--- config.mk ---
export PLATFORM = sky130hd
export DESIGN_NAME = sd_card_top
export DESIGN_NICKNAME = d
export VERILOG_FILES = /design/src/sd_card_pkg.sv /design/src/sd_byte_if.sv /design/src/sd_buf_if.sv /design/src/sd_spi_link.sv /design/src/sd_cmd_decoder.sv /design/src/sd_sector_buffer.sv /design/src/sd_card_top.sv
export SDC_FILE = /design/constraint.sdc
export NUM_CORES = 2
export LEC_CHECK = 0
export ABC_AREA = 0
export CORE_UTILIZATION = 40
export DETAILED_ROUTE_END_ITERATION = 12
export DONT_BUFFER_PORTS = 1
export PLACE_DENSITY = 0.59
export RECOVER_POWER = 50
export SYNTH_ARGS = -nofsm -noshare
export SYNTH_HDL_FRONTEND = slang
export SYNTH_SLANG_ARGS = --single-unit
--- constraint.sdc ---
create_clock -name buffer_dout_strobe -period 9.7 [get_ports buffer_dout_strobe]
set_clock_uncertainty 0.15 [all_clocks]
set_input_delay 1.94 -clock buffer_dout_strobe [delete_from_list [all_inputs] [get_ports buffer_dout_strobe]]
set_output_delay 1.94 -clock buffer_dout_strobe [all_outputs]
set_load 0.02 [all_outputs]
--- src/sd_card_pkg.sv ---
// ~~~~~~~~~~~~~~~~~~~~~~~~~~~~~~~~~~~~~~~~
// shared definitions for the spi-mode sd card
// command opcodes, r1 reply codes, tokens
// and the read and write fsm state enums
// ~~~~~~~~~~~~~~~~~~~~~~~~~~~~~~~~~~~~~~~~

package sd_card_pkg;

	// opcodes as seen on the wire, start and transmission bits included
	typedef enum logic [7:0] {
		cmd_go_idle      = 8'h40,
		cmd_send_if_cond = 8'h48,
		cmd_set_blocklen = 8'h50,
		cmd_read_single  = 8'h51,
		cmd_write_block  = 8'h58,
		cmd_app_op_cond  = 8'h69,
		cmd_app          = 8'h77,
		cmd_read_ocr     = 8'h7a
	} sd_cmd_e;

	// single block read sequencing
	typedef enum logic [1:0] {
		rd_idle,
		rd_wait_io,
		rd_send_token,
		rd_send_data
	} rd_state_e;

	// single block write sequencing
	typedef enum logic [2:0] {
		wr_idle,
		wr_exp_token,
		wr_recv_data,
		wr_recv_crc0,
		wr_recv_crc1,
		wr_send_dresp,
		wr_busy
	} wr_state_e;

	// r1 reply bytes
	localparam logic [7:0] r1_ok        = 8'h00;
	localparam logic [7:0] r1_idle      = 8'h01;
	localparam logic [7:0] r1_illegal   = 8'h04;
	localparam logic [7:0] r1_param_err = 8'h40;

	// start block token and accepted data response
	localparam logic [7:0] data_token   = 8'hfe;
	localparam logic [7:0] data_resp_ok = 8'h05;

	localparam int sector_bytes    = 512;
	localparam int cmd_frame_bytes = 6;

endpackage

--- src/sd_byte_if.sv ---
// ~~~~~~~~~~~~~~~~~~~~~~~~~~~~~~~~~~~~~~~~
// spi byte stream between the pin link
// and the command decoder
// ~~~~~~~~~~~~~~~~~~~~~~~~~~~~~~~~~~~~~~~~

`timescale 1ns/1ps

interface sd_byte_if;
	// received side
	logic       rx_valid;
	logic [7:0] rx_byte;
	// transmit side, tx_byte sampled in the tx_next cycle
	logic       tx_next;
	logic [7:0] tx_byte;
	// write busy, holds sdo at zero
	logic       busy_low;
	// cs went inactive
	logic       frame_reset;

	modport link (
		output rx_valid, rx_byte, tx_next, frame_reset,
		input  tx_byte, busy_low
	);

	modport decoder (
		input  rx_valid, rx_byte, tx_next, frame_reset,
		output tx_byte, busy_low
	);
endinterface

--- src/sd_buf_if.sv ---
// ~~~~~~~~~~~~~~~~~~~~~~~~~~~~~~~~~~~~~~~~
// spi side port of the sector buffer
// ~~~~~~~~~~~~~~~~~~~~~~~~~~~~~~~~~~~~~~~~

`timescale 1ns/1ps

interface sd_buf_if;
	// zero both pointers
	logic       clear;
	// push one received byte at the write pointer
	logic       wr_en;
	logic [7:0] wr_byte;
	// step the read pointer
	logic       rd_next;
	logic [7:0] rd_byte;

	modport spi (
		output clear, wr_en, wr_byte, rd_next,
		input  rd_byte
	);

	modport mem (
		input  clear, wr_en, wr_byte, rd_next,
		output rd_byte
	);
endinterface

--- src/sd_spi_link.sv ---
// ~~~~~~~~~~~~~~~~~~~~~~~~~~~~~~~~~~~~~~~~
// spi mode 0 pin link
// pin synchronizers, sck edge detect,
// byte receive and transmit shifters
// ~~~~~~~~~~~~~~~~~~~~~~~~~~~~~~~~~~~~~~~~

`timescale 1ns/1ps

module sd_spi_link (
	input  logic    buffer_dout_strobe,
	input  logic    io_ack,
	input  logic    sd_cs,
	input  logic    sd_sck,
	input  logic    sd_sdi,
	output logic    sd_sdo,
	sd_byte_if.link bytes
);
	logic [1:0] cs_s;
	logic [1:0] sck_s;
	logic [1:0] sdi_s;
	logic       cs_d;
	logic       sck_d;
	logic       sck_rise;
	logic       sck_fall;
	logic [2:0] bit_cnt;
	logic [6:0] rx_sr;
	logic [7:0] tx_sr;

	// edges only count while the card is selected
	assign sck_rise = sck_s[1] & ~sck_d & ~cs_s[1];
	assign sck_fall = ~sck_s[1] & sck_d & ~cs_s[1];
	// first falling edge of a byte asks for the next tx byte
	assign bytes.tx_next = sck_fall & (bit_cnt == 3'd0);

	// two stage synchronizers, sdi stays aligned with sck
	always_ff @(posedge buffer_dout_strobe or posedge io_ack) begin
		if (io_ack) begin
			cs_s  <= 2'b11;
			sck_s <= 2'b00;
			sdi_s <= 2'b11;
			cs_d  <= 1'b1;
			sck_d <= 1'b0;
		end else begin
			cs_s  <= {cs_s[0], sd_cs};
			sck_s <= {sck_s[0], sd_sck};
			sdi_s <= {sdi_s[0], sd_sdi};
			cs_d  <= cs_s[1];
			sck_d <= sck_s[1];
		end
	end

	// receiver, msb first
	always_ff @(posedge buffer_dout_strobe or posedge io_ack) begin
		if (io_ack) begin
			bit_cnt           <= 3'd0;
			rx_sr             <= 7'd0;
			bytes.rx_byte     <= 8'd0;
			bytes.rx_valid    <= 1'b0;
			bytes.frame_reset <= 1'b0;
		end else begin
			bytes.rx_valid    <= 1'b0;
			bytes.frame_reset <= cs_s[1] & ~cs_d;
			if (cs_s[1]) begin
				bit_cnt <= 3'd0;
			end else if (sck_rise) begin
				bit_cnt <= bit_cnt + 3'd1;
				rx_sr   <= {rx_sr[5:0], sdi_s[1]};
				if (bit_cnt == 3'd7) begin
					bytes.rx_byte  <= {rx_sr, sdi_s[1]};
					bytes.rx_valid <= 1'b1;
				end
			end
		end
	end

	// transmitter, bit 7 leaves with the load and ones fill in behind
	always_ff @(posedge buffer_dout_strobe or posedge io_ack) begin
		if (io_ack) begin
			tx_sr  <= 8'hff;
			sd_sdo <= 1'b1;
		end else if (cs_s[1]) begin
			tx_sr  <= 8'hff;
			sd_sdo <= 1'b1;
		end else if (bytes.tx_next) begin
			tx_sr  <= bytes.busy_low ? 8'h00 : bytes.tx_byte;
			sd_sdo <= bytes.tx_byte[7] & ~bytes.busy_low;
		end else if (sck_fall) begin
			tx_sr  <= {tx_sr[6:0], 1'b1};
			sd_sdo <= tx_sr[6];
		end
	end

endmodule

--- src/sd_cmd_decoder.sv ---
// ~~~~~~~~~~~~~~~~~~~~~~~~~~~~~~~~~~~~~~~~
// command frame parser and r1/r3/r7 replies
// single block read and write fsms
// sector request handshake toward the controller
// ~~~~~~~~~~~~~~~~~~~~~~~~~~~~~~~~~~~~~~~~

`timescale 1ns/1ps

module sd_cmd_decoder
	import sd_card_pkg::*;
#(
	parameter int ncr = 2
) (
	input  logic          buffer_dout_strobe,
	input  logic          io_ack,
	sd_byte_if.decoder    bytes,
	sd_buf_if.spi         buf_port,
	input  logic          io_sdhc,
	input  logic          sector_ack,
	output logic          sector_rd,
	output logic          sector_wr,
	output logic [31:0]   cmd_arg
);
	localparam int cw = $clog2(ncr + 6);
	localparam int dw = $clog2(sector_bytes);

	sd_cmd_e        cmd;
	rd_state_e      rd_state;
	wr_state_e      wr_state;
	logic           in_frame;
	logic [2:0]     fcnt;
	logic           card_reset;
	logic           cmd55;
	logic           rsp_active;
	logic [cw-1:0]  rsp_cnt;
	logic [cw-1:0]  rsp_last;
	logic [7:0]     reply;
	logic [31:0]    reply_ext;
	logic           has_ext;
	logic [7:0]     rep_code;
	logic [31:0]    rep_ext;
	logic           rep_has_ext;
	logic [dw-1:0]  dcnt;
	logic           ack_d;
	logic           ack_seen;
	logic           wr_done;
	logic           frame_start;
	logic           frame_end;
	logic           slot;
	logic           ack_rise;
	logic           ack_fall;

	// a new frame needs 01 in front and both fsms idle
	assign frame_start = bytes.rx_valid & ~in_frame & (bytes.rx_byte[7:6] == 2'b01)
		& (rd_state == rd_idle) & (wr_state == wr_idle);
	assign frame_end = bytes.rx_valid & in_frame & (fcnt == 3'(cmd_frame_bytes - 1));
	// data phase byte slots, the reply owns the line first
	assign slot = bytes.tx_next & ~rsp_active;
	assign rsp_last = cw'(ncr) + (has_ext ? cw'(4) : cw'(0));
	assign ack_rise = sector_ack & ~ack_d;
	assign ack_fall = ~sector_ack & ack_d;

	assign buf_port.clear   = frame_start;
	assign buf_port.wr_en   = bytes.rx_valid & (wr_state == wr_recv_data);
	assign buf_port.wr_byte = bytes.rx_byte;
	assign buf_port.rd_next = slot & (rd_state == rd_send_data);
	// zeros until the first slot after the controller drops ack
	assign bytes.busy_low   = (wr_state == wr_busy) & ~wr_done;

	// reply selection, every command except cmd0 needs a reset card
	always_comb begin
		rep_code    = r1_illegal;
		rep_ext     = 32'd0;
		rep_has_ext = 1'b0;
		if (cmd == cmd_go_idle) begin
			rep_code = r1_idle;
		end else if (card_reset) begin
			case (cmd)
				cmd_send_if_cond: begin
					// r7 echoes voltage and check pattern
					rep_code    = r1_idle;
					rep_ext     = {20'd0, cmd_arg[11:0]};
					rep_has_ext = 1'b1;
				end
				cmd_set_blocklen:
					rep_code = (cmd_arg == 32'(sector_bytes)) ? r1_ok : r1_param_err;
				cmd_read_single, cmd_write_block:
					rep_code = r1_ok;
				cmd_app:
					rep_code = r1_idle;
				cmd_app_op_cond:
					rep_code = cmd55 ? r1_ok : r1_illegal;
				cmd_read_ocr: begin
					// ocr bit 30 is the ccs flag
					rep_code    = r1_ok;
					rep_ext     = {1'b0, io_sdhc, 30'd0};
					rep_has_ext = 1'b1;
				end
				default:
					rep_code = r1_illegal;
			endcase
		end
	end

	// byte for the current slot, 0xff when nothing is due
	always_comb begin
		bytes.tx_byte = 8'hff;
		if (rsp_active) begin
			if (rsp_cnt == cw'(ncr))
				bytes.tx_byte = reply;
			else if (rsp_cnt > cw'(ncr))
				bytes.tx_byte = reply_ext[31:24];
		end else if (rd_state == rd_send_token) begin
			bytes.tx_byte = data_token;
		end else if (rd_state == rd_send_data) begin
			bytes.tx_byte = buf_port.rd_byte;
		end else if (wr_state == wr_send_dresp) begin
			bytes.tx_byte = data_resp_ok;
		end
	end

	// frame capture and reply sequencing
	always_ff @(posedge buffer_dout_strobe or posedge io_ack) begin
		if (io_ack) begin
			in_frame   <= 1'b0;
			fcnt       <= 3'd0;
			cmd        <= cmd_go_idle;
			cmd_arg    <= 32'd0;
			cmd55      <= 1'b0;
			card_reset <= 1'b0;
			rsp_active <= 1'b0;
			rsp_cnt    <= '0;
			reply      <= 8'hff;
			reply_ext  <= 32'd0;
			has_ext    <= 1'b0;
		end else begin
			if (bytes.tx_next && rsp_active) begin
				if (rsp_cnt > cw'(ncr))
					reply_ext <= {reply_ext[23:0], 8'hff};
				if (rsp_cnt == rsp_last)
					rsp_active <= 1'b0;
				else
					rsp_cnt <= rsp_cnt + 1'b1;
			end
			if (frame_start) begin
				in_frame <= 1'b1;
				fcnt     <= 3'd1;
				cmd      <= sd_cmd_e'(bytes.rx_byte);
				// previous opcode decides the app prefix
				cmd55    <= (cmd == cmd_app);
			end else if (bytes.rx_valid && in_frame) begin
				fcnt <= fcnt + 3'd1;
				// argument bytes 1 to 4, crc byte ignored
				if (fcnt < 3'(cmd_frame_bytes - 1))
					cmd_arg <= {cmd_arg[23:0], bytes.rx_byte};
				if (frame_end) begin
					in_frame   <= 1'b0;
					rsp_active <= 1'b1;
					rsp_cnt    <= '0;
					reply      <= rep_code;
					reply_ext  <= rep_ext;
					has_ext    <= rep_has_ext;
					if (cmd == cmd_go_idle)
						card_reset <= 1'b1;
				end
			end
			if (bytes.frame_reset) begin
				in_frame   <= 1'b0;
				rsp_active <= 1'b0;
			end
		end
	end

	// read and write fsms, sector requests
	always_ff @(posedge buffer_dout_strobe or posedge io_ack) begin
		if (io_ack) begin
			rd_state  <= rd_idle;
			wr_state  <= wr_idle;
			sector_rd <= 1'b0;
			sector_wr <= 1'b0;
			ack_d     <= 1'b0;
			ack_seen  <= 1'b0;
			wr_done   <= 1'b0;
			dcnt      <= '0;
		end else begin
			ack_d <= sector_ack;
			// controller took the request
			if (ack_rise) begin
				ack_seen  <= 1'b1;
				sector_rd <= 1'b0;
				sector_wr <= 1'b0;
			end
			case (rd_state)
				rd_idle:
					if (frame_end && card_reset && cmd == cmd_read_single) begin
						rd_state  <= rd_wait_io;
						sector_rd <= 1'b1;
						ack_seen  <= 1'b0;
					end
				rd_wait_io:
					// falling ack means the sector sits in the buffer
					if (ack_seen && ack_fall)
						rd_state <= rd_send_token;
				rd_send_token:
					if (slot) begin
						rd_state <= rd_send_data;
						dcnt     <= '0;
					end
				rd_send_data:
					if (slot) begin
						dcnt <= dcnt + 1'b1;
						if (dcnt == dw'(sector_bytes - 1))
							rd_state <= rd_idle;
					end
			endcase
			case (wr_state)
				wr_idle:
					if (frame_end && card_reset && cmd == cmd_write_block)
						wr_state <= wr_exp_token;
				wr_exp_token:
					if (bytes.rx_valid && bytes.rx_byte == data_token) begin
						wr_state <= wr_recv_data;
						dcnt     <= '0;
					end
				wr_recv_data:
					if (bytes.rx_valid) begin
						dcnt <= dcnt + 1'b1;
						if (dcnt == dw'(sector_bytes - 1))
							wr_state <= wr_recv_crc0;
					end
				wr_recv_crc0:
					if (bytes.rx_valid)
						wr_state <= wr_recv_crc1;
				wr_recv_crc1:
					if (bytes.rx_valid)
						wr_state <= wr_send_dresp;
				wr_send_dresp:
					// response goes out in this slot, then ask the controller
					if (slot) begin
						wr_state  <= wr_busy;
						sector_wr <= 1'b1;
						ack_seen  <= 1'b0;
						wr_done   <= 1'b0;
					end
				wr_busy: begin
					if (ack_seen && ack_fall)
						wr_done <= 1'b1;
					if (bytes.tx_next && wr_done)
						wr_state <= wr_idle;
				end
				default:
					wr_state <= wr_idle;
			endcase
		end
	end

endmodule

--- src/sd_sector_buffer.sv ---
// ~~~~~~~~~~~~~~~~~~~~~~~~~~~~~~~~~~~~~~~~
// 512 byte sector memory, shared pointers
// and the configuration byte
// ~~~~~~~~~~~~~~~~~~~~~~~~~~~~~~~~~~~~~~~~

`timescale 1ns/1ps

module sd_sector_buffer
	import sd_card_pkg::*;
(
	input  logic       buffer_dout_strobe,
	input  logic       io_ack,
	sd_buf_if.mem      buf_port,
	input  logic [7:0] sector_din,
	input  logic       sector_din_strobe,
	output logic [7:0] sector_dout,
	input  logic       sector_dout_strobe,
	input  logic       sector_ack,
	output logic       io_conf,
	output logic       conf_sdhc
);
	localparam int aw = $clog2(sector_bytes);

	logic [7:0]    mem [sector_bytes];
	logic [aw-1:0] wptr;
	logic [aw-1:0] rptr;
	logic          push;
	logic [7:0]    push_byte;
	logic          conf_wr;
	logic          conf_done;
	logic          conf;

	// controller bytes land in the sector only inside an ack window
	assign push      = buf_port.wr_en | (sector_din_strobe & sector_ack);
	assign push_byte = buf_port.wr_en ? buf_port.wr_byte : sector_din;
	// outside ack the first byte is the configuration
	assign conf_wr   = sector_din_strobe & ~sector_ack & ~conf_done;

	always_ff @(posedge buffer_dout_strobe) begin
		if (push)
			mem[wptr] <= push_byte;
	end

	// both sides step the same pointers
	always_ff @(posedge buffer_dout_strobe or posedge io_ack) begin
		if (io_ack) begin
			wptr <= '0;
			rptr <= '0;
		end else if (buf_port.clear) begin
			wptr <= '0;
			rptr <= '0;
		end else begin
			if (push)
				wptr <= wptr + 1'b1;
			if (buf_port.rd_next || sector_dout_strobe)
				rptr <= rptr + 1'b1;
		end
	end

	// only the sdhc bit of the configuration byte is kept
	always_ff @(posedge buffer_dout_strobe or posedge io_ack) begin
		if (io_ack) begin
			conf_done <= 1'b0;
			conf      <= 1'b0;
		end else if (conf_wr) begin
			conf_done <= 1'b1;
			conf      <= sector_din[0];
		end
	end

	// current byte is visible before any strobe
	assign buf_port.rd_byte = mem[rptr];
	assign sector_dout      = mem[rptr];
	assign io_conf          = ~conf_done;
	// bit 0 set when the controller's own card is sdhc
	assign conf_sdhc        = conf;

endmodule

--- src/sd_card_top.sv ---
// ~~~~~~~~~~~~~~~~~~~~~~~~~~~~~~~~~~~~~~~~
// spi-mode sd card emulation top level
// link, decoder and sector buffer
// ~~~~~~~~~~~~~~~~~~~~~~~~~~~~~~~~~~~~~~~~

`timescale 1ns/1ps

module sd_card_top #(
	parameter int ncr = 2
) (
	input  logic        buffer_dout_strobe,
	input  logic        io_ack,
	input  logic        sd_cs,
	input  logic        sd_sck,
	input  logic        sd_sdi,
	output logic        sd_sdo,
	output logic [31:0] io_lba,
	output logic        sector_rd,
	output logic        sector_wr,
	input  logic        sector_ack,
	input  logic [7:0]  sector_din,
	input  logic        sector_din_strobe,
	output logic [7:0]  sector_dout,
	input  logic        sector_dout_strobe,
	input  logic        allow_sdhc,
	output logic        io_conf,
	output logic        io_sdhc
);
	sd_byte_if bytes ();
	sd_buf_if  buf_port ();

	logic [31:0] cmd_arg;
	logic        conf_sdhc;

	assign io_sdhc = allow_sdhc & conf_sdhc;
	// sdsc cards address in bytes, convert to sectors
	assign io_lba  = io_sdhc ? cmd_arg : {9'd0, cmd_arg[31:9]};

	sd_spi_link u_link (
		.buffer_dout_strobe (buffer_dout_strobe),
		.io_ack             (io_ack),
		.sd_cs              (sd_cs),
		.sd_sck             (sd_sck),
		.sd_sdi             (sd_sdi),
		.sd_sdo             (sd_sdo),
		.bytes              (bytes.link)
	);

	sd_cmd_decoder #(
		.ncr (ncr)
	) u_decoder (
		.buffer_dout_strobe (buffer_dout_strobe),
		.io_ack             (io_ack),
		.bytes              (bytes.decoder),
		.buf_port           (buf_port.spi),
		.io_sdhc            (io_sdhc),
		.sector_ack         (sector_ack),
		.sector_rd          (sector_rd),
		.sector_wr          (sector_wr),
		.cmd_arg            (cmd_arg)
	);

	sd_sector_buffer u_buffer (
		.buffer_dout_strobe (buffer_dout_strobe),
		.io_ack             (io_ack),
		.buf_port           (buf_port.mem),
		.sector_din         (sector_din),
		.sector_din_strobe  (sector_din_strobe),
		.sector_dout        (sector_dout),
		.sector_dout_strobe (sector_dout_strobe),
		.sector_ack         (sector_ack),
		.io_conf            (io_conf),
		.conf_sdhc          (conf_sdhc)
	);

endmodule

---- Word-level counts from Yosys, hierarchy flattened ----
Memory sizes are Yosys's and may differ from the RTL's.
Cells that the tools add are included.
word-level totals
  register bits after elaboration ......... 166
  RAM bits ................................ 4,096
  input port bits ......................... 17
  output and inout port bits .............. 45
  logic and storage cells ................. 247
  memories kept ........................... 1
memories
  memory        depth  width  rd ports  clocked after memory_dff  write ports  line                    text
  u_buffer.mem  512    8      1         0                         1            sd_sector_buffer.sv:24  logic [7:0] mem [sector_bytes];
operators by class
  add/sub/neg operators ................... 7
  $lt $le $gt $ge ......................... 2
  equal/unequal tests ..................... 39
  multiplexer cells ....................... 95
  bitwise gates (word level) .............. 36
  reduce and logical (&&, ||, !) cells .... 32
operators by type and width
  operator                number
  $mux W32                8
  $mux W8                 9
  $mux W9                 8
  $eq A8 B7 Y1 const B    8
  $pmux W31 S2            1
  $mux W3                 19
  $pmux W9 S2             2
  $mux W7                 5
  $mux W1                 34
  $eq A32 B10 Y1 const B  1
  $pmux W8 S4             1
  $add A9 B1 Y9 const B   3
  $and A1 B1 Y1           23
  $pmux W3 S7             1
  $ne A2 B2 Y1 const B    9
  $eq A3 B3 Y1 const B    5
  $not A1 Y1              12
  $reduce_and A3 Y1       4
  $mux W2                 5
  $ne A2 B1 Y1 const B    5
  $reduce_bool A2 Y1      5
  $add A3 B1 Y3 const B   3
  $eq A3 B2 Y1 const B    3
  $eq A9 B9 Y1 const B    1
  22 further kinds        36

---- Longest topological paths before layout ----
  word-level depth ........................ 10
  depth in mapped cells ................... 16
  mapped depth without buffers ............ 11

---- Modules after synthesis ----
From an unflattened synthesis, not the netlist that was laid out.
unflattened totals
  cells, all modules ...................... 8,227
  area, all modules ....................... 167,595.7 um^2
by module, submodules not included
  module            instances  cells each  area an instance (um^2)  seq. area each (um^2)
  sd_sector_buffer  1          7,577       160,468.9                123,498.4
  sd_cmd_decoder    1          503         5,129.9                  2,658.8
  sd_spi_link       1          109         1,512.7                  917.1
  sd_card_top       1          38          484.2                    0.0

---- Least setup slack after synthesis ----
OpenSTA, ideal clock, no wires.
  kind .................................... in2reg
  start point ............................. in sector_din[0]
  end point ............................... mem u_buffer.mem[0][0] (data pin)
  library setup time ...................... 1,445 ps
  arrival time ............................ 7,928 ps
  required time ........................... 8,105 ps
  setup slack ............................. 177 ps
  cell stages on the path ................. 2
  path buffers ............................ 0
  path through ............................ nand2_1 > nand2_1
on the way
  cells in the longest elaborated chain, start to end .. 1
RTL lines
  element                          line                    text
  from (decl)                      sd_card_top.sv:21       input logic [7:0] sector_din,
  $mux W8                          sd_sector_buffer.sv:35  assign push_byte = buf_port.wr_en ? buf_port.wr_byte : sector_din;
  named net u_buffer.push_byte[0]  sd_sector_buffer.sv:28  logic [7:0] push_byte;
  to (decl)                        sd_sector_buffer.sv:24
The timed path passes the listed nets, and every way through them passes these cells.

---- Worst setup path after layout ----
  start point ............................. reg u_buffer.rptr[3]
  end point ............................... out sector_dout[1]
on the way
  cells in the longest elaborated chain, start to end .. 1
RTL lines
  element                 line                    text
  from (decl)             sd_sector_buffer.sv:26  logic [aw-1:0] rptr;
  from (signal assigned)  sd_sector_buffer.sv:56  rptr <= rptr + 1'b1;
  $mem_v2 Z512 W8         --
  to (decl)               sd_card_top.sv:23       output logic [7:0] sector_dout,
No other way between the ends.

==> impl_metrics.json <==
{
  "hold_violations": 0,
  "die-width_um": 647,
  "tightest_slew_ns": 4.80,
  "ctsHoldBuffers": 0,
  "synth.yosys.warnings": 0,
  "min_from": "u_link.sck_s[0]",
  "num_vias": 88400,
  "port_buffers": 0,
  "cp-end-kind": "output port",
  "path_max_fanout": 40,
  "wl_per_cell_um": 36.4,
  "finalSetupTns_ns": 0,
  "rsz0062_at_grt": "no",
  "layout-drive-gt1-share_pct": 22.7,
  "synth.area.top_cells": "edfxtp_1, mux4_2, dfrtp_1",
  "hold_path_class": "register to register",
  "ir_worst_vdd_v": 0.000306,
  "mostFrequentLayoutCell": "edfxtp_1",
  "cts.sinks": 4258,
  "ant_nets": 0,
  "status": "finished with violations",
  "drt_iter0_drc": 13100,
  "grt_pass1_vias": 86500,
  "r2r_slack_ns": 1.61,
  "setup_slack_ns": 1.16,
  "synth_edf_count": 4096,
  "rows": 236,
  "gr-total-overflow": 0,
  "place_ws_ns": 2.30,
  "fmax_ghz": 0.117,
  "dp_hpwl_um": 317000,
  "min_period_ns": 8.54,
  "cp-start-kind": "register",
  "yosysUniqueCellTypes": 83,
  "ys_ff_latch": 4258,
  "drv_cap": 51,
  "nNetsFinal": 8347,
  "period_share_pct": 88.1,
  "syn_nets": 8203,
  "num-fill-cells": 34500,
  "power.density_nw_per_um2": 289,
  "grt_max_degree": 204,
  "layout_common_cells": "edfxtp_1, mux4_2, nor2_1, clkbuf_16, nand2_1",
  "p_leak_nw": 58.1,
  "h-tree-depth": 5,
  "drc": 0,
  "synth-async-reset-ratio_pct": 3.80,
  "postCtsSetupBuffers": 0,
  "clkTransAtPathRegs_ns": 0.06,
  "tritoncts": "done",
  "synth_cells": 8166,
  "cts-buffers-inserted": 435,
  "syn-cell-area_um2": 166000,
  "slew_violations": 3764,
  "holdPathStages": 0,
  "synth_top_cell_area_share_pct": 73.9,
  "syn_to_final_growth_pct": 12.2,
  "critical_path_required_ns": 7.61,
  "place.gp.congestion": 0.922,
  "track_usage_pct": 24.3,
  "num_io_pins": 62,
  "antenna_found_initial": 35,
  "r2r-end": "u_buffer.mem[87][3]",
  "r2r-start": "u_decoder.wr_state[0]",
  "core_area_um2": 414000,
  "ys_seq_area_share_pct": 76.3,
  "r2r_cells": 6,
  "yosysTopAreaCell": "edfxtp_1",
  "root_buffer": "clkbuf_16",
  "die-area_um2": 419000,
  "syn_avg_cell_area_um2": 20.4,
  "viasPerCell": 6.24,
  "first_pass_iters": 8,
  "clk-insertion-delay-late_ns": 1.01,
  "clock_path_buffers": 4,
  "grt_pass1_wl_um": 709000,
  "wl_um": 516000,
  "slew_headroom_pct": -220,
  "synth_ff_type": "edfxtp_1",
  "start_util_pct": 40.2,
  "die_h_um": 647,
  "min_to": "u_link.sck_s[1]",
  "cts_resized": 0,
  "setup-violations-final": 0,
  "violations": "max-capacitance violations, max-slew violations",
  "worstPathArrival_ns": 6.45,
  "path_class": "register to output port",
  "fin_hold_ws_ns": 0.195
}
routing by layer:
layer | global-route usage [%] | vias up | wire [µm] | part of all wire, %
li1 | - | 34100 | - | -
met1 | 33.4 | 47600 | 198000 | 38
met2 | 36.4 | 5711 | 232000 | 45
met3 | 6.60 | 1044 | 61400 | 12
met4 | 10.5 | 14 | 24600 | 4.8
met5 | 0 | - | 89 | 0.017
cells by family (layout without fill, tap and decap cells):
| logic type | count (synthesis) | count (layout) | share of synthesized area, % |
|---|---|---|---|
| simple gates | 1319 | 1319 | 3.39 |
| compound gates | 727 | 727 | 3.01 |
| flops | 4258 | 4258 | 76.3 |
| buf+inv | 525 | 1043 | 1.73 |
| mux | 1297 | 1297 | 15.3 |
| fa+ha+maj | 20 | 20 | 0.150 |
| xor+xnor | 20 | 20 | 0.105 |
| other cells | 0 | 20 | 0 |
critical path: stages, from the launching register on:
cell	delay [ns]
dfrtp_4	1.01
and2_4	0.64
buf_4	0.52
a22oi_1	0.18
a31oi_1	0.73
o211ai_1	0.19
a221oi_1	0.74
nor3_1	0.29
a21oi_1	0.73
buf_4	0.29
power by group:
part           total, mW  leakage, nW  switching (mW)  internal [mW]
Clock               16.7         6.87            7.15           9.52
Combinational       16.7         12.3            11.1           5.60
Sequential          20.6         38.9           0.276           20.3
Total               54.0         58.1            18.6           35.4
cell type report:
cell class                      instances  area, µm²  share of cell area [%]
Antenna cell                           20       50.0                  0.0268
Multi-Input combinational cell       3383      36800                    19.7
Tap cell                             5474       6850                    3.67
Clock buffer                          537      11400                    6.10
Sequential cell                      4258     127000                    68.1
Inverter                               27        114                  0.0610
Clock inverter                        274       2690                    1.44
Timing Repair Buffer                  205       1780                   0.953
worst max path at each step:
stage	start	endpoint	slack, ns	cells after the start
final	u_buffer.rptr[3]	sector_dout[1]	1.16	9
after global placement	u_buffer.rptr[3]	sector_dout[1]	2.28	9
after floorplan	sector_din[0]	u_buffer.mem[0][0]	0.18	2
after global routing	io_ack	u_decoder.cmd_arg[30]	1.01	2
after CTS	u_buffer.rptr[3]	sector_dout[1]	1.21	9
after detailed placement	u_buffer.rptr[3]	sector_dout[1]	2.30	9
per-stage QoR:
stage                     instance area [µm²]  instances  power, mW  utilization, %
final                                  187000      14200       54.0            45.1
after global routing                   187000      14200       54.9            45.1
after CTS                              187000      14200       53.7            45.2
after detailed placement               173000      13300       37.3            41.8
after global placement                 173000      13300       37.2            41.8
after floorplan                        166000       8166       30.3               -
cells in the mapped netlist, drive strengths merged (10+ instances only):
| master | count |
|---|---|
| a2111oi | 11 |
| a211oi | 22 |
| a21oi | 134 |
| a221oi | 38 |
| a22o | 29 |
| a22oi | 158 |
| a31oi | 40 |
| a32oi | 19 |
| and2 | 14 |
| and3 | 23 |
| buf | 282 |
| clkbuf | 216 |
| dfrtp | 144 |
| dfstp | 18 |
| edfxtp | 4096 |
| ha | 20 |
| inv | 25 |
| mux2 | 93 |
| mux2i | 218 |
| mux4 | 986 |
| nand2 | 362 |
| nand2b | 22 |
| nand3 | 74 |
| nand4 | 32 |
| nor2 | 641 |
| nor2b | 31 |
| nor3 | 47 |
| nor4 | 25 |
| o211ai | 18 |
| o21ai | 87 |
| o221ai | 12 |
| o22ai | 78 |
| or2 | 10 |
| or3 | 10 |
| xnor2 | 14 |
state kept, by name, summed over array words and instances, names as in the netlist, 3 cells and up:
| signal | count |
|---|---|
| u_decoder.reply_ext | 32 |
| u_decoder.cmd | 8 |
| u_link.rx_sr | 7 |
| u_link.bit_cnt | 3 |
| u_decoder.fcnt | 3 |
| u_decoder.dcnt | 9 |
| u_buffer.wptr | 9 |
| u_decoder.wr_state | 3 |
| u_decoder.rsp_cnt | 3 |
| u_link.bytes.rx_byte | 8 |
| u_decoder.cmd_arg | 32 |
| u_link.tx_sr | 7 |
| u_decoder.reply | 4 |
| u_buffer.mem | 4096 |
| u_buffer.rptr | 9 |
No activity file was read; power rests on OpenSTA's default activity.
